### config.mk
export PLATFORM = sky130hd
export DESIGN_NAME = nes_loader_top
export DESIGN_NICKNAME = d
export VERILOG_FILES = /design/src/logic/nes_loader_pkg.sv /design/src/logic/game_loader.sv /design/src/logic/ines_header_decode.sv /design/src/logic/joypad_serializer.sv /design/src/logic/mem_write_sync.sv /design/src/logic/nes_loader_top.sv /design/src/logic/reset_ctrl.sv
export VERILOG_INCLUDE_DIRS = /design/src /design/src/logic
export SDC_FILE = /design/constraint.sdc
export NUM_CORES = 1
export LEC_CHECK = 0
export BUFFER_PORTS_ARGS = -buffer_cell sky130_fd_sc_hd__buf_2
export CAP_MARGIN = 10
export CELL_PAD_IN_SITES_DETAIL_PLACEMENT = 0
export CELL_PAD_IN_SITES_GLOBAL_PLACEMENT = 1
export CORE_MARGIN = 10
export CORE_UTILIZATION = 43
export CTS_CLUSTER_SIZE = 12
export DETAILED_ROUTE_END_ITERATION = 8
export GPL_ROUTABILITY_DRIVEN = 0
export GPL_TIMING_DRIVEN = 0
export PLACE_DENSITY_LB_ADDON = 0.1
export SLEW_MARGIN = 20
export SYNTH_ARGS = -nofsm -noshare
export SYNTH_HDL_FRONTEND = slang
export SYNTH_SLANG_ARGS = --single-unit
### constraint.sdc
create_clock -name clk -period 6.15 [get_ports clk]
set_input_delay 1.23 -clock clk [delete_from_list [all_inputs] [get_ports clk]]
set_output_delay 1.23 -clock clk [all_outputs]
set_load 0.01 [all_outputs]
### src/logic/nes_loader_params.svh
/*
 * Loader front end constants
 * Header layout, image base addresses, page sizes and timing counts
 */
`ifndef NES_LOADER_PARAMS_SVH
`define NES_LOADER_PARAMS_SVH

// Memory port
`define NL_ADDR_W           22
`define NL_HDR_BYTES        16

// Page sizes as shifts
`define NL_PRG_PAGE_LOG2    14
`define NL_CHR_PAGE_LOG2    13

// Image base addresses
`define NL_CHR_BASE         22'h200000
`define NL_FDS_HDR_BASE     22'h010010
`define NL_FDS_RAW_BASE     22'h010020
`define NL_BIOS_BASE        22'h000010

// Download file types
`define NL_FT_BIOS          8'h02
`define NL_FT_FDS           8'h03

`define NL_DL_RESET_CYCLES  255  // Console reset tail after a download
`define NL_CE_DIV           4    // Console runs on one clock in four

`endif

### src/logic/nes_loader_pkg.sv
/*
 * Loader front end types
 * Mapper flag word, memory write request and controller pad
 */
`include "nes_loader_params.svh"

package nes_loader_pkg;

	// Flag word handed to the console, LSB first is mapper
	typedef struct packed {
		logic [6:0] pad;
		logic [7:0] submapper;   // iNES 2.0 only
		logic       four_screen;
		logic       has_chr_ram;
		logic       mirroring;
		logic [2:0] chr_size;    // Ceiling log2 of CHR pages
		logic [2:0] prg_size;    // Ceiling log2 of PRG pages
		logic [7:0] mapper;
	} mapper_flags_t;

	typedef struct packed {
		logic [`NL_ADDR_W-1:0] addr;
		logic [7:0]            data;
		logic                  we;
	} mem_wr_t;

	// One pad, buttons as the host reports them
	typedef struct packed {
		logic a;
		logic b;
		logic select;
		logic start;
		logic up;
		logic down;
		logic left;
		logic right;
	} joy_t;

endpackage

### src/logic/game_loader.sv
/*
 * Game loader
 * Stores the iNES header and routes PRG, CHR and raw image bytes
 * to their memory addresses, then latches the mapper flags
 */
`timescale 1ns/1ns
`include "nes_loader_params.svh"

module game_loader (
	input  logic                          clk,
	input  logic                          loader_reset,
	input  logic                          downloading,
	input  logic [7:0]                    filetype,
	input  logic [7:0]                    dl_data,
	input  logic                          dl_wr,
	input  logic                          invert_mirroring,
	output nes_loader_pkg::mem_wr_t       wr_req,
	output nes_loader_pkg::mapper_flags_t mapper_flags,
	output logic                          loader_done,
	output logic                          loader_error
);
	import nes_loader_pkg::*;

	localparam int ADDR_W = `NL_ADDR_W;
	localparam int CTR_W = $clog2(`NL_HDR_BYTES);

	typedef enum logic [2:0] {
		ST_HEADER,
		ST_PRG,
		ST_CHR,
		ST_ERROR,
		ST_RAW
	} state_t;

	state_t                        state;
	logic [CTR_W-1:0]              ctr;
	logic [`NL_HDR_BYTES-1:0][7:0] ines;  // Header bytes, byte 0 lowest
	logic [ADDR_W-1:0]             addr;
	logic [ADDR_W-1:0]             bytes_left;
	logic                          header_ok;
	logic                          fds_magic;
	logic [7:0]                    prg_pages;
	logic [7:0]                    chr_pages;
	mapper_flags_t                 flags;
	logic                          copy_byte;
	logic                          stream_byte;

	ines_header_decode i_decode (
		.header           (ines),
		.invert_mirroring (invert_mirroring),
		.header_ok        (header_ok),
		.fds_magic        (fds_magic),
		.prg_pages        (prg_pages),
		.chr_pages        (chr_pages),
		.flags            (flags)
	);

	assign copy_byte = ((state == ST_PRG) || (state == ST_CHR)) && (bytes_left != '0);
	assign stream_byte = downloading && ((state == ST_HEADER) || (state == ST_RAW));

	// Request goes out in the cycle of the strobe
	assign wr_req.addr = addr;
	assign wr_req.data = dl_data;
	assign wr_req.we = dl_wr && (copy_byte || stream_byte);

	always_ff @(posedge clk) begin
		if (loader_reset) begin
			state <= ST_HEADER;
			ctr <= '0;
			addr <= (filetype == `NL_FT_FDS) ? `NL_FDS_HDR_BASE : '0;
			bytes_left <= '0;
			loader_done <= 1'b0;
			loader_error <= 1'b0;
		end else begin
			case (state)
				ST_HEADER: if (dl_wr && downloading) begin
					ines[ctr] <= dl_data;
					ctr <= ctr + 1'b1;
					addr <= addr + 1'b1;
					if (ctr == CTR_W'(`NL_HDR_BYTES - 1)) begin
						if (header_ok) begin
							state <= ST_PRG;
							addr <= '0;
							bytes_left <= ADDR_W'(prg_pages) << `NL_PRG_PAGE_LOG2;
						end else if (fds_magic) begin
							state <= ST_RAW;
							addr <= `NL_FDS_HDR_BASE;  // Header is overwritten
						end else if (filetype == `NL_FT_BIOS) begin
							state <= ST_RAW;
							addr <= `NL_BIOS_BASE;
						end else if (filetype == `NL_FT_FDS) begin
							state <= ST_RAW;
							addr <= `NL_FDS_RAW_BASE;
						end else begin
							state <= ST_ERROR;
						end
					end
				end
				ST_PRG, ST_CHR: begin
					if (bytes_left != '0) begin
						if (dl_wr) begin
							bytes_left <= bytes_left - 1'b1;
							addr <= addr + 1'b1;
						end
					end else if (state == ST_PRG) begin
						state <= ST_CHR;
						addr <= `NL_CHR_BASE;
						bytes_left <= ADDR_W'(chr_pages) << `NL_CHR_PAGE_LOG2;
					end else begin
						loader_done <= 1'b1;
					end
				end
				ST_RAW: begin
					if (downloading) begin
						if (dl_wr)
							addr <= addr + 1'b1;
					end else begin
						// Default header gives mapper 0x14 with CHR RAM
						loader_done <= 1'b1;
						ines[4] <= 8'hFF;
						ines[5] <= 8'h00;
						ines[6] <= 8'h40;
						ines[7] <= 8'h10;
						ines[15:8] <= '0;
					end
				end
				default: begin  // ST_ERROR
					loader_done <= 1'b1;
					loader_error <= 1'b1;
				end
			endcase
		end
	end

	always_ff @(posedge clk) begin
		if (loader_done)
			mapper_flags <= flags;
	end
endmodule

### src/logic/ines_header_decode.sv
/*
 * iNES header decoder
 * Magic checks, page counts and the console mapper flag word
 */
`timescale 1ns/1ns
`include "nes_loader_params.svh"

module ines_header_decode (
	input  logic [`NL_HDR_BYTES*8-1:0]  header,
	input  logic                        invert_mirroring,
	output logic                        header_ok,
	output logic                        fds_magic,
	output logic [7:0]                  prg_pages,
	output logic [7:0]                  chr_pages,
	output nes_loader_pkg::mapper_flags_t flags
);
	logic [`NL_HDR_BYTES-1:0][7:0] b;
	logic                          is_nes20;
	logic                          is_dirty;

	// Ceiling log2 of a page count, saturating at 7
	function automatic logic [2:0] size_code(input logic [7:0] pages);
		logic [2:0] code;
		code = 3'd7;
		for (int i = 6; i >= 0; i--)
			if (pages <= (8'd1 << i))
				code = 3'(i);
		return code;
	endfunction

	assign b = header;

	// "NES" 0x1A, trainers are not supported
	assign header_ok = (b[0] == 8'h4E) && (b[1] == 8'h45) && (b[2] == 8'h53) &&
		(b[3] == 8'h1A) && !b[6][2];
	assign fds_magic = (b[0] == 8'h46) && (b[1] == 8'h44) && (b[2] == 8'h53) &&
		(b[3] == 8'h1A);

	assign is_nes20 = (b[7][3:2] == 2'b10);
	assign is_dirty = !is_nes20 && (b[15:8] != '0);  // Junk in the tail of a 1.0 header

	assign prg_pages = b[4];
	assign chr_pages = b[5];

	assign flags.pad = '0;
	assign flags.submapper = is_nes20 ? b[8] : 8'h00;
	assign flags.four_screen = b[6][3];
	assign flags.has_chr_ram = (chr_pages == 8'h00);
	assign flags.mirroring = b[6][0] ^ invert_mirroring;
	assign flags.chr_size = size_code(chr_pages);
	assign flags.prg_size = size_code(prg_pages);
	assign flags.mapper = {is_dirty ? 4'h0 : b[7][7:4], b[6][7:4]};
endmodule

### src/logic/joypad_serializer.sv
/*
 * Controller port serializer
 * Loads both pads on strobe and shifts each port out on its clock
 */
`timescale 1ns/1ns

module joypad_serializer (
	input  logic                 clk,
	input  logic                 reset_nes,
	input  nes_loader_pkg::joy_t joy_a,
	input  nes_loader_pkg::joy_t joy_b,
	input  logic                 joy_swap,
	input  logic                 joypad_strobe,
	input  logic [1:0]           joypad_clock,
	output logic [1:0]           joypad_data
);
	import nes_loader_pkg::*;

	logic [1:0][7:0] load_val;
	logic [1:0][7:0] shift_q;
	logic [1:0]      clk_q;  // Previous port clocks for edge detect

	// Console reads A first, right last
	function automatic logic [7:0] serial_order(input joy_t pad);
		return {pad.right, pad.left, pad.down, pad.up, pad.start, pad.select, pad.b, pad.a};
	endfunction

	assign load_val[0] = serial_order(joy_swap ? joy_b : joy_a);
	assign load_val[1] = serial_order(joy_swap ? joy_a : joy_b);

	always_ff @(posedge clk) begin
		if (reset_nes) begin
			shift_q <= '0;
			clk_q <= '0;
		end else begin
			clk_q <= joypad_clock;
			for (int i = 0; i < 2; i++) begin
				if (joypad_strobe)
					shift_q[i] <= load_val[i];
				else if (clk_q[i] && !joypad_clock[i])  // Falling edge of this port's clock
					shift_q[i] <= {1'b0, shift_q[i][7:1]};
			end
		end
	end

	assign joypad_data = {shift_q[1][0], shift_q[0][0]};
endmodule

### src/logic/mem_write_sync.sv
/*
 * Memory write synchronizer
 * Owns the console clock enable phase and holds a loader write
 * until the memory slot, then presents it for one full phase
 */
`timescale 1ns/1ns
`include "nes_loader_params.svh"

module mem_write_sync (
	input  logic                    clk,
	input  logic                    reset,
	input  nes_loader_pkg::mem_wr_t wr_req,
	output nes_loader_pkg::mem_wr_t mem,
	output logic                    run_nes
);
	localparam int CE_W = $clog2(`NL_CE_DIV);
	localparam logic [CE_W-1:0] CE_SLOT = CE_W'(`NL_CE_DIV - 1);

	logic [CE_W-1:0]       ce_cnt;
	logic                  slot;
	logic                  pending;  // Write waiting for the slot
	logic                  we_q;
	logic [`NL_ADDR_W-1:0] hold_addr;
	logic [7:0]            hold_data;

	assign slot = (ce_cnt == CE_SLOT);

	always_ff @(posedge clk) begin
		if (reset) begin
			ce_cnt <= '0;
			pending <= 1'b0;
			we_q <= 1'b0;
		end else begin
			ce_cnt <= ce_cnt + 1'b1;
			if (slot) begin
				we_q <= pending | wr_req.we;  // A request in the slot cycle goes straight out
				pending <= 1'b0;
			end else if (wr_req.we) begin
				pending <= 1'b1;
			end
		end
	end

	// Last request wins, there is no back-pressure
	always_ff @(posedge clk) begin
		if (wr_req.we) begin
			hold_addr <= wr_req.addr;
			hold_data <= wr_req.data;
		end
	end

	assign mem = '{addr: hold_addr, data: hold_data, we: we_q};
	assign run_nes = slot;
endmodule

### src/logic/nes_loader_top.sv
/*
 * NES cartridge loader front end
 * Download parsing, memory write timing, console reset and joypads
 */
`timescale 1ns/1ns

module nes_loader_top (
	input  logic                          clk,
	input  logic                          reset,
	input  logic                          downloading,
	input  logic [7:0]                    filetype,
	input  logic [7:0]                    dl_data,
	input  logic                          dl_wr,
	input  logic                          invert_mirroring,
	input  logic                          joy_swap,
	input  logic                          reset_button,
	input  nes_loader_pkg::joy_t          joy_a,
	input  nes_loader_pkg::joy_t          joy_b,
	input  logic                          joypad_strobe,
	input  logic [1:0]                    joypad_clock,
	output nes_loader_pkg::mem_wr_t       mem,
	output nes_loader_pkg::mapper_flags_t mapper_flags,
	output logic                          loader_done,
	output logic                          loader_error,
	output logic                          reset_nes,
	output logic                          run_nes,
	output logic [1:0]                    joypad_data
);
	import nes_loader_pkg::*;

	mem_wr_t wr_req;        // Loader request before slot alignment
	logic    loader_reset;

	reset_ctrl i_reset_ctrl (
		.clk          (clk),
		.reset        (reset),
		.downloading  (downloading),
		.reset_button (reset_button),
		.loader_error (loader_error),
		.reset_nes    (reset_nes),
		.loader_reset (loader_reset)
	);

	game_loader i_game_loader (
		.clk              (clk),
		.loader_reset     (loader_reset),
		.downloading      (downloading),
		.filetype         (filetype),
		.dl_data          (dl_data),
		.dl_wr            (dl_wr),
		.invert_mirroring (invert_mirroring),
		.wr_req           (wr_req),
		.mapper_flags     (mapper_flags),
		.loader_done      (loader_done),
		.loader_error     (loader_error)
	);

	mem_write_sync i_mem_write_sync (
		.clk     (clk),
		.reset   (reset),
		.wr_req  (wr_req),
		.mem     (mem),
		.run_nes (run_nes)
	);

	joypad_serializer i_joypad_serializer (
		.clk           (clk),
		.reset_nes     (reset_nes),
		.joy_a         (joy_a),
		.joy_b         (joy_b),
		.joy_swap      (joy_swap),
		.joypad_strobe (joypad_strobe),
		.joypad_clock  (joypad_clock),
		.joypad_data   (joypad_data)
	);
endmodule

### src/logic/reset_ctrl.sv
/*
 * Console reset generator
 * Parks the console until the first download and holds it in reset
 * during a download, for a fixed tail after it, and on button or error
 */
`timescale 1ns/1ns
`include "nes_loader_params.svh"

module reset_ctrl (
	input  logic clk,
	input  logic reset,
	input  logic downloading,
	input  logic reset_button,
	input  logic loader_error,
	output logic reset_nes,
	output logic loader_reset
);
	localparam int CNT_W = $clog2(`NL_DL_RESET_CYCLES + 1);

	logic             init_hold;  // Set until a download starts
	logic [CNT_W-1:0] dl_cnt;
	logic             dl_tail;

	assign dl_tail = (dl_cnt != '0);

	always_ff @(posedge clk) begin
		if (reset) begin
			init_hold <= 1'b1;
			dl_cnt <= '0;
		end else begin
			// A failed load keeps the console parked until the next download
			if (loader_error)
				init_hold <= 1'b1;
			else if (downloading)
				init_hold <= 1'b0;

			if (downloading)
				dl_cnt <= CNT_W'(`NL_DL_RESET_CYCLES);  // Reload while bytes arrive
			else if (dl_tail)
				dl_cnt <= dl_cnt - 1'b1;
		end
	end

	assign reset_nes = init_hold | reset_button | downloading | loader_error | dl_tail;
	assign loader_reset = ~(downloading | dl_tail);  // Loader runs only in the download window
endmodule
* After elaboration in Yosys (flattened, before gate mapping) *
Index checks and enable logic that the tools add are counted.

storage, ports and cells
  output and inout port bits = 69
  flip-flop bits (word level) = 267
  word-level logic and storage cells = 206
  input bits = 42

operators by class
  bitwise logic cells = 8
  add/subtract/negate cells = 5
  multiplexer cells = 59
  reductions and logical operators = 47
  $lt $le $gt $ge = 16
  equality and inequality tests = 27

operator list
  cell                                                  number
  two-way mux 22 bit                                    17
  case mux 96 bit (2 select lines)                      1
  bitwise mux 128 bit                                   1
  two-way mux 128 bit                                   1
  two-way mux 96 bit                                    1
  two-way mux 8 bit                                     9
  case mux 22 bit (3 select lines)                      1
  nonzero test 64 bit                                   1
  case mux 22 bit (2 select lines)                      1
  == test 8 x 7 -> 1 bit (second input constant)        5
  two-way mux 3 bit                                     12
  demux 8 bit (select 4 bit)                            1
  adder 22 x 1 -> 22 bit (second input constant)        1
  nonzero test 22 bit                                   1
  subtractor 22 x 1 -> 22 bit (second input constant)   1
  two-way mux 17 bit                                    1
  == test 8 x 2 -> 1 bit (second input constant)        2
  <= comparator 8 x 1 -> 1 bit (second input constant)  2
  <= comparator 8 x 2 -> 1 bit (second input constant)  2
  <= comparator 8 x 3 -> 1 bit (second input constant)  2
  <= comparator 8 x 4 -> 1 bit (second input constant)  2
  <= comparator 8 x 5 -> 1 bit (second input constant)  2
  <= comparator 8 x 6 -> 1 bit (second input constant)  2
  <= comparator 8 x 7 -> 1 bit (second input constant)  2
  other kinds (38)                                      91

* Logic depth before layout (Yosys ltp) *
Gate-level depths: netlist (run 1).

  word-level depth = 10
  gate-level depth with buffers = 10
  mapped depth without buffers = 8

* Modules after synthesis *
From an unflattened synthesis (run 1), not the netlist that was laid out.

second synthesis, totals
  cell total of the unflattened synthesis = 1,210
  area total of the unflattened synthesis = 13,284.0 um^2

modules (own cells, without submodules)
  module              cells an instance  seq. area each (um^2)  instances  area an instance (um^2)
  game_loader         898                6,085.8                1          9,883.2
  joypad_serializer   97                 360.3                  1          1,064.8
  mem_write_sync      43                 980.9                  1          1,048.5
  ines_header_decode  117                0.0                    1          815.8
  reset_ctrl          55                 180.2                  1          471.7

* Worst setup path before layout (run 1) *
OpenSTA, ideal clock, no wires.

  path type = input to register
  start point = input downloading
  end point = register i_game_loader.ines[100] (netlist bit), enable pin
  buffers on the path = 1
  setup slack = -0.444 ns
  data required time = 5.604 ns
  library setup time = 0.546 ns
  stages on the path = 5
  arrival time = 6.048 ns
  path through = buf_2 -> nand2_1 -> nor4_1 -> a31oi_1 -> nor2_1

on the way
  word-level cells in the longest chain between the ends = 3
  elaborated cells on any way between the ends = 5
  those cells by class = eq/ne: 2; bitwise: 1; reduce/logical: 2

RTL lines
  element                            line                  source
  start, declared                    nes_loader_top.sv:10  input logic downloading,
  logical AND 1 bit                  game_loader.sv:76     ST_HEADER: if (dl_wr && downloading) begin
  != test 2 bit (no line)            n/a
  AND reduction 4 bit (no line) (*)  n/a
  end signal, assigned by index      game_loader.sv:77     ines[ctr] <= dl_data;
  end, declared                      game_loader.sv:37     logic [`NL_HDR_BYTES-1:0][7:0] ines;

Mark *: on every way between the ends. The rest lies on a longest branch, timed or not.
A chain may end at the register's enable or synchronous reset.

* Worst setup path in the final report (run 1) *
  start point = register i_reset_ctrl.dl_cnt[0]
  end point = output reset_nes

on the way
  word-level cells in the longest chain between the ends = 2

RTL lines
  element                 line                  source
  start, declared         reset_ctrl.sv:21      logic [CNT_W-1:0] dl_cnt;
  start signal, assigned  reset_ctrl.sv:38      dl_cnt <= CNT_W'(`NL_DL_RESET_CYCLES);
  start signal, assigned  reset_ctrl.sv:40      dl_cnt <= dl_cnt - 1'b1;
  nonzero test 8 bit      reset_ctrl.sv:24      assign dl_tail = (dl_cnt != '0);
  OR 1 bit                reset_ctrl.sv:44      assign reset_nes = init_hold | reset_button | downloading | loader_error | dl_tail;
  end, declared           nes_loader_top.sv:25  output logic reset_nes,

Every way passes these cells.

==> results.md, run 1 <==
* Leading cell type in the layout, fill and taps excluded: edfxtp_1
* Critical Path Slowest Stage Cell: or4b_4
* Min cycle time layout at 4.275 ns
* Syn Inst Count at 1175
* Iter 0 DRT Violations at 636
* Max Cap Viol at 0
* Min-delay src: i_mem_write_sync.ce_cnt[0]
* Reg2reg setup slack at 2.86 ns
* Layout Skew at 0.01149 ns
* Part of the power in the clock network at 0.293
* Ys async rst share at 0
* Hold Path Class: flip-flop to flip-flop
* Final Net Count at 1371
* N_diodes at 0
* Vias in the first global route at 9283
* #FFs+latches synth at 264
* Period utilization at 0.6951
* Commonest cells after routing, fill and taps aside: edfxtp_1 (202), nand2_1 (118), nor2_1 (115)
* Max Slew Vio Count at 0
* Post-Route WL at 33300 um
* Fraction of layout cells with a size suffix above 1 at 0.1540
* Switch share at 0.3343
* I/O pin count at 111
* CP peak stage delay at 0.52 ns
* Sequential-to-total area share from yosys stat at 0.5846
* Post-layout instance count excluding filler cells at 1728
* Fmax at 233.9 MHz
* Kind of critical path: flip-flop to output pin
* Req. time, crit path at 4.92 ns
* Router iterations before antenna repair at 5
* Status: completed
* Part of the power in combinational logic at 0.264
* Layout area overhead at 17.72%
* Critical path arrival at 3.04 ns
* Vias per cell at 5.557
* Worst Tran Pin Value at 1.073 ns
* Hold Path Stages at 1
* Reg-to-reg startpoint: i_reset_ctrl.dl_cnt[0]
* P_sw at 2054 uW
* Setup-failing EPs final at 0
* Power Dens Cells at 417.5 nW/um^2
* Die Wd at 190.5 um
* Synth unique cells at 70
* RSZ-0062 raised after global routing: false
* Final WS setup at 1.875 ns
* Clock latency on the worst-skew pair at 0.55 ns
* CP Buf/Inv Count at 5
* Post-CTS setup buffer count at 0
* Antenna-violating nets left at 0
* CP Launch Type: flip-flop
* Ys flop type: edfxtp_1
* Terminus of the critical flop-to-flop path: i_game_loader.ines[114]
* Core box area at 28700 sq um
* Placed cells at 1672
* Worst-path clk slew at 0.06 ns
* Leakage at 0.005504 uW
* Sequential power share at 0.442
* Max VDD drop at 0.2394 mV
* Final Util at 0.5126
* Mean Syn Cell Area at 10.64 sq um
* CTS max path bufs at 3
* Per-cell routed wire length at 19.27 um
* CTS Buf Count at 30
* I/O Buffers at 101
* Num rows at 62
* DR DRC count at 0
* H-tree depth at 1
* Global-route wire length before repair at 52940 um
* Cell area after synthesis at 12500 sq um
* Reg2reg path depth at 9
* Post-CTS Hold Fix Bufs at 0
* Post-synth EDFFs at 202
* DR vias at 9603
* Total clock sinks at 264
* Initial core utilization at 0.4355
* TNS Setup at 0 ns
* Worst rel slew slack at 0.2752
* Total global routing overflow at 0
* Yosys synthesis warning count at 0
* Critical Path Sink Type: output pin
* Final hold violation count at 0
* Post-CTS Resized at 0
* Die Span Y at 190.5 um
* Area of the multi-input gates at 4813 sq um
* FILL cells at 2671
* DP HPWL at 23190 um
* Die area at 36290 sq um
* Initial antenna violation count at 0
* Crit-path most repeated cell: buf_6
* Ordered cell list for the critical path: inv_1 -> ha_1 -> or4b_4 -> or3_1 -> buf_6 -> or4_4 -> buf_6 -> buf_6 -> buf_2
* DP Worst Slack at 1.993 ns
* CTS tree: built
* Worst Path Max Fanout at 10
* Largest net degree at the start of global routing at 28
* Total track usage at 0.1793
* Worst hold endpoint: i_mem_write_sync.ce_cnt[0]
* Clock root buffer: clkbuf_16
* FF/Latch Area at 7308 sq um
* Pint at 4090 uW
* CP top delay family: simple AND/OR/NAND/NOR gates
## metal layers
metal	track usage	part of all wire
met1	0.2427	0.45
met2	0.2966	0.49
met3	0.02634	0.044
met4	0.04270	0.017
met5	0	0
## kinds of logic after synthesis
logic type,synth area share
AND/OR/NAND/NOR,0.1830
AO/OA/AOI/OAI,0.1289
flip-flops,0.5846
buffers and inverters,0.03553
multiplexers,0.04605
XOR/XNOR,0.01261
adder cells (fa/ha/maj),0.009009
other,0.0003000
## synth_stat cells, drive strengths merged, types with 5 or more instances
library cell,count,share of area
a21oi,113,0.045
nor4,31,0.017
and3,12,0.0060
and2,21,0.011
nand2b,8,0.0040
ha,9,0.0090
dfxtp,62,0.099
nand2,118,0.035
xor2,11,0.0077
or3,5,0.0025
nand4,17,0.0085
a311oi,8,0.0056
a31oi,16,0.0080
o21ai,54,0.022
mux2i,53,0.042
a31o,6,0.0042
a211oi,21,0.013
nor2b,6,0.0030
edfxtp,202,0.49
inv,15,0.0045
nor2,116,0.035
or4,8,0.0051
buf,29,0.015
nor3,20,0.0084
a32o,5,0.0040
clkbuf,53,0.016
nand3,77,0.031
xnor2,7,0.0049
## power groups by stage
stage | Sequential, uW | Combinational [uW] | Clock [uW]
3_5_place_dp | 2760 | 1630 | 0
3_3_place_gp | 2770 | 1540 | 0
6_report | 2720 | 1620 | 1800
5_1_grt | 2780 | 1820 | 1920
4_1_cts | 2720 | 1630 | 1840
2_1_floorplan | 2730 | 1030 | 0
## worst max path at each step
| stage | from | to | slack [ns] | cells after the start |
|---|---|---|---|---|
| after floorplan | downloading | i_game_loader.ines[100] | 1.10 | 5 |
| after CTS | i_reset_ctrl.dl_cnt[0] | reset_nes | 1.83 | 9 |
| after detailed placement | downloading | i_game_loader.ines[104] | 1.99 | 8 |
| final | i_reset_ctrl.dl_cnt[0] | reset_nes | 1.88 | 9 |
| after global routing | i_reset_ctrl.dl_cnt[0] | reset_nes | 1.75 | 9 |
| after global placement | downloading | i_game_loader.ines[104] | -0.53 | 5 |
## layout make-up
type	count	share of cell area
Timing Repair Buffer	107	0.04422
Multi-Input combinational cell	819	0.3271
Clock buffer	46	0.06369
Clock inverter	10	0.005442
Tap cell	384	0.03265
Inverter	16	0.004082
Buffer	82	0.02611
Sequential cell	264	0.4967
## per-stage QoR
step / area, sq um / hold WS (ns) / total power, uW
after floorplan: 12520 / 0.3992 / 3755
after global placement: 13510 / 0.4124 / 4307
after detailed placement: 13690 / 0.4233 / 4382
after CTS: 14710 / 0.4325 / 6195
after global routing: 14710 / 0.4413 / 6516
final: 14710 / 0.4213 / 6144
No activity file was read; power rests on OpenSTA's default activity.
==> inputs of run 2 (changes only) <==
Clock period 6.15 ns to 3.6 ns, I/O delays scaled along.
==> run 2 against run 1 <==
  * Final cell count barely moved
  * Clock power grew 61%
  * Sequential power grew 71%
  * Die area did not move
  * Power is 68% higher
  * Wire length up 0.48%
  * Final area shrank 0.45%
  * Non-clock buffer count increased by 5
  * Global-route usage rose by 0.074 points
  * Clock skew about the same
  * Hold slack worse by 0.012 ns
  * Critical endpoint unchanged
  * Largest cell class unchanged
==> results.md, run 2 (synthesis gave the netlist of run 1 again) <==
* Die Wd at 190.5 um
* Die area at 36290 sq um
* Hold Path Class: input pin to flip-flop
* DR DRC count at 0
* DR vias at 9592
* Layout area overhead at 17.19%
* I/O pin count at 111
* Setup-failing EPs final at 0
* Part of the power in combinational logic at 0.270
* Stages on worst setup path at 7
* Post-Route WL at 33450 um
* CP Launch Type: flip-flop
* Final Net Count at 1375
* Global-route wire length before repair at 53100 um
* Fmax at 289.9 MHz
* Worst Tran Pin Value at 1.081 ns
* Critical Path Slowest Stage Cell: or4b_4
* I/O Buffers at 101
* Terminus of the critical flop-to-flop path: i_game_loader.ines[104]
* Initial core utilization at 0.4355
* Worst-path clk slew at 0.06 ns
* Pint at 6828 uW
* RSZ-0062 raised after global routing: false
* Die Span Y at 190.5 um
* Placed cells at 1672
* Leakage at 0.005457 uW
* CP Buf/Inv Count at 3
* Initial antenna violation count at 0
* Max Slew Vio Count at 0
* Fraction of layout cells with a size suffix above 1 at 0.1502
* N_diodes at 0
* Status: completed
* Num rows at 62
* Power Dens Cells at 704.3 nW/um^2
* Vias per cell at 5.548
* Part of the power in the clock network at 0.280
* CTS max path bufs at 3
* Clock root buffer: clkbuf_16
* Max VDD drop at 0.2890 mV
* Iter 0 DRT Violations at 639
* Switch share at 0.3381
* Total track usage at 0.1800
* Core box area at 28700 sq um
* DP Area at 13700 sq um
* Post-CTS Hold Fix Bufs at 0
* Period utilization at 0.9581
* Critical path arrival at 2.73 ns
* Post-layout instance count excluding filler cells at 1729
* Per-cell routed wire length at 19.35 um
* Vias in the first global route at 9393
* Req. time, crit path at 2.88 ns
* TNS Setup at 0 ns
* Router iterations before antenna repair at 5
* Worst Path Max Fanout at 7
* Min cycle time layout at 3.449 ns
* CP peak stage delay at 0.48 ns
* Largest net degree at the start of global routing at 28
* P_sw at 3488 uW
* Total clock sinks at 264
* Max Cap Viol at 0
* Reg2reg setup slack at 0.31 ns
* Critical Path Sink Type: output pin
* Finished Cell Area at 14650 sq um
* Ordered cell list for the critical path: inv_1 -> ha_2 -> or4b_4 -> or3_1 -> buf_6 -> or4_4 -> buf_2
* Worst rel slew slack at 0.2775
* Antenna-violating nets left at 0
* Total global routing overflow at 0
* Worst setup path startpoint: i_reset_ctrl.dl_cnt[0]
* Worst Setup EP: reset_nes
* Leading cell type in the layout, fill and taps excluded: edfxtp_1
* DP HPWL at 23080 um
* Sequential power share at 0.450
* Commonest cells after routing, fill and taps aside: edfxtp_1 (202), nand2_1 (118), nor2_1 (115)
* Reg-to-reg startpoint: i_reset_ctrl.dl_cnt[0]
* Reg2reg path depth at 10
* CTS tree: built
* Kind of critical path: flip-flop to output pin
* Layout Skew at 0.01131 ns
* CP top delay family: simple AND/OR/NAND/NOR gates
* Clock latency on the worst-skew pair at 0.55 ns
* CTS Buf Count at 29
* H-tree depth at 1
* Final hold violation count at 0
## run 2: cell types whose count changed in the layout (fill, tap and decap cells not counted), sizes merged
cell / before / now
bufinv: 1 / 3
inv: 15 / 16
buf: 136 / 141
clkbuf: 99 / 92
## run 2: worst min-delay path by stage
stage	cells past startpoint	to	slack [ns]	startpoint
2_1_floorplan	1	i_mem_write_sync.ce_cnt[0]	0.40	i_mem_write_sync.ce_cnt[0]
6_report	2	i_mem_write_sync.ce_cnt[1]	0.41	reset
3_3_place_gp	1	i_mem_write_sync.ce_cnt[0]	0.41	i_mem_write_sync.ce_cnt[0]
3_5_place_dp	1	i_mem_write_sync.ce_cnt[0]	0.42	i_mem_write_sync.ce_cnt[0]
4_1_cts	2	i_mem_write_sync.ce_cnt[1]	0.39	reset
5_1_grt	2	i_mem_write_sync.ce_cnt[1]	0.41	reset
## run 2: per-stage QoR
step / setup WS (ns) / utilization / total power (uW) / hold WS [ns]
floorplan: 0.05927 / - / 6410 / 0.3992
global placement: -1.092 / 0.4709 / 7355 / 0.4087
detailed placement: 0.1007 / 0.4774 / 7494 / 0.4238
CTS: 0.007215 / 0.5091 / 10400 / 0.3877
global route: 0.05920 / 0.5103 / 10930 / 0.4087
finish: 0.1510 / 0.5103 / 10320 / 0.4097
## run 2: layout make-up
cell class	instances	area [sq um]
fillers	2717	14050
flip-flops and latches	264	7308
multi-input cells	819	4816
clock buffers	39	763.2
repair buffers	114	715.7
well taps	384	480.5
plain buffers	80	361.6
clock inverters	13	142.6
inverters	16	60.06
## run 2: routing by layer
metal / share of wire / up-vias / global-route usage
li1: - / 4693 / -
met3: 0.038 / 41 / 0.02085
met4: 0.021 / 0 / 0.04331
met5: 0 / - / 0
met1: 0.46 / 4670 / 0.2462
met2: 0.48 / 188 / 0.2987
## run 2: what timing repair did
| item | CTS | global route |
|---|---|---|
| endpoints found under the setup margin | 1 | 1 |
| hold endpoints to repair | 0 | 0 |
| setup buffers | 3 | 4 |
| resized for setup | 1 | 0 |
| pin swaps | 1 | 1 |
## run 2: power by group through the flow
stage / sequential, uW / combinational, uW / clock [uW]
final: 4640 / 2780 / 2890
after global placement: 4720 / 2640 / 0
after floorplan: 4650 / 1760 / 0
after CTS: 4650 / 2800 / 2950
after detailed placement: 4710 / 2780 / 0
after global routing: 4750 / 3110 / 3070
## run 2: worst register-to-register path: cells and delay by family, from the launching register on
family	cells	cell delay [ns]
DFF	1	0.33
and+or+nand+nor	3	1.08
adders and majority gates	1	0.19
buffers and inverters	6	1.44
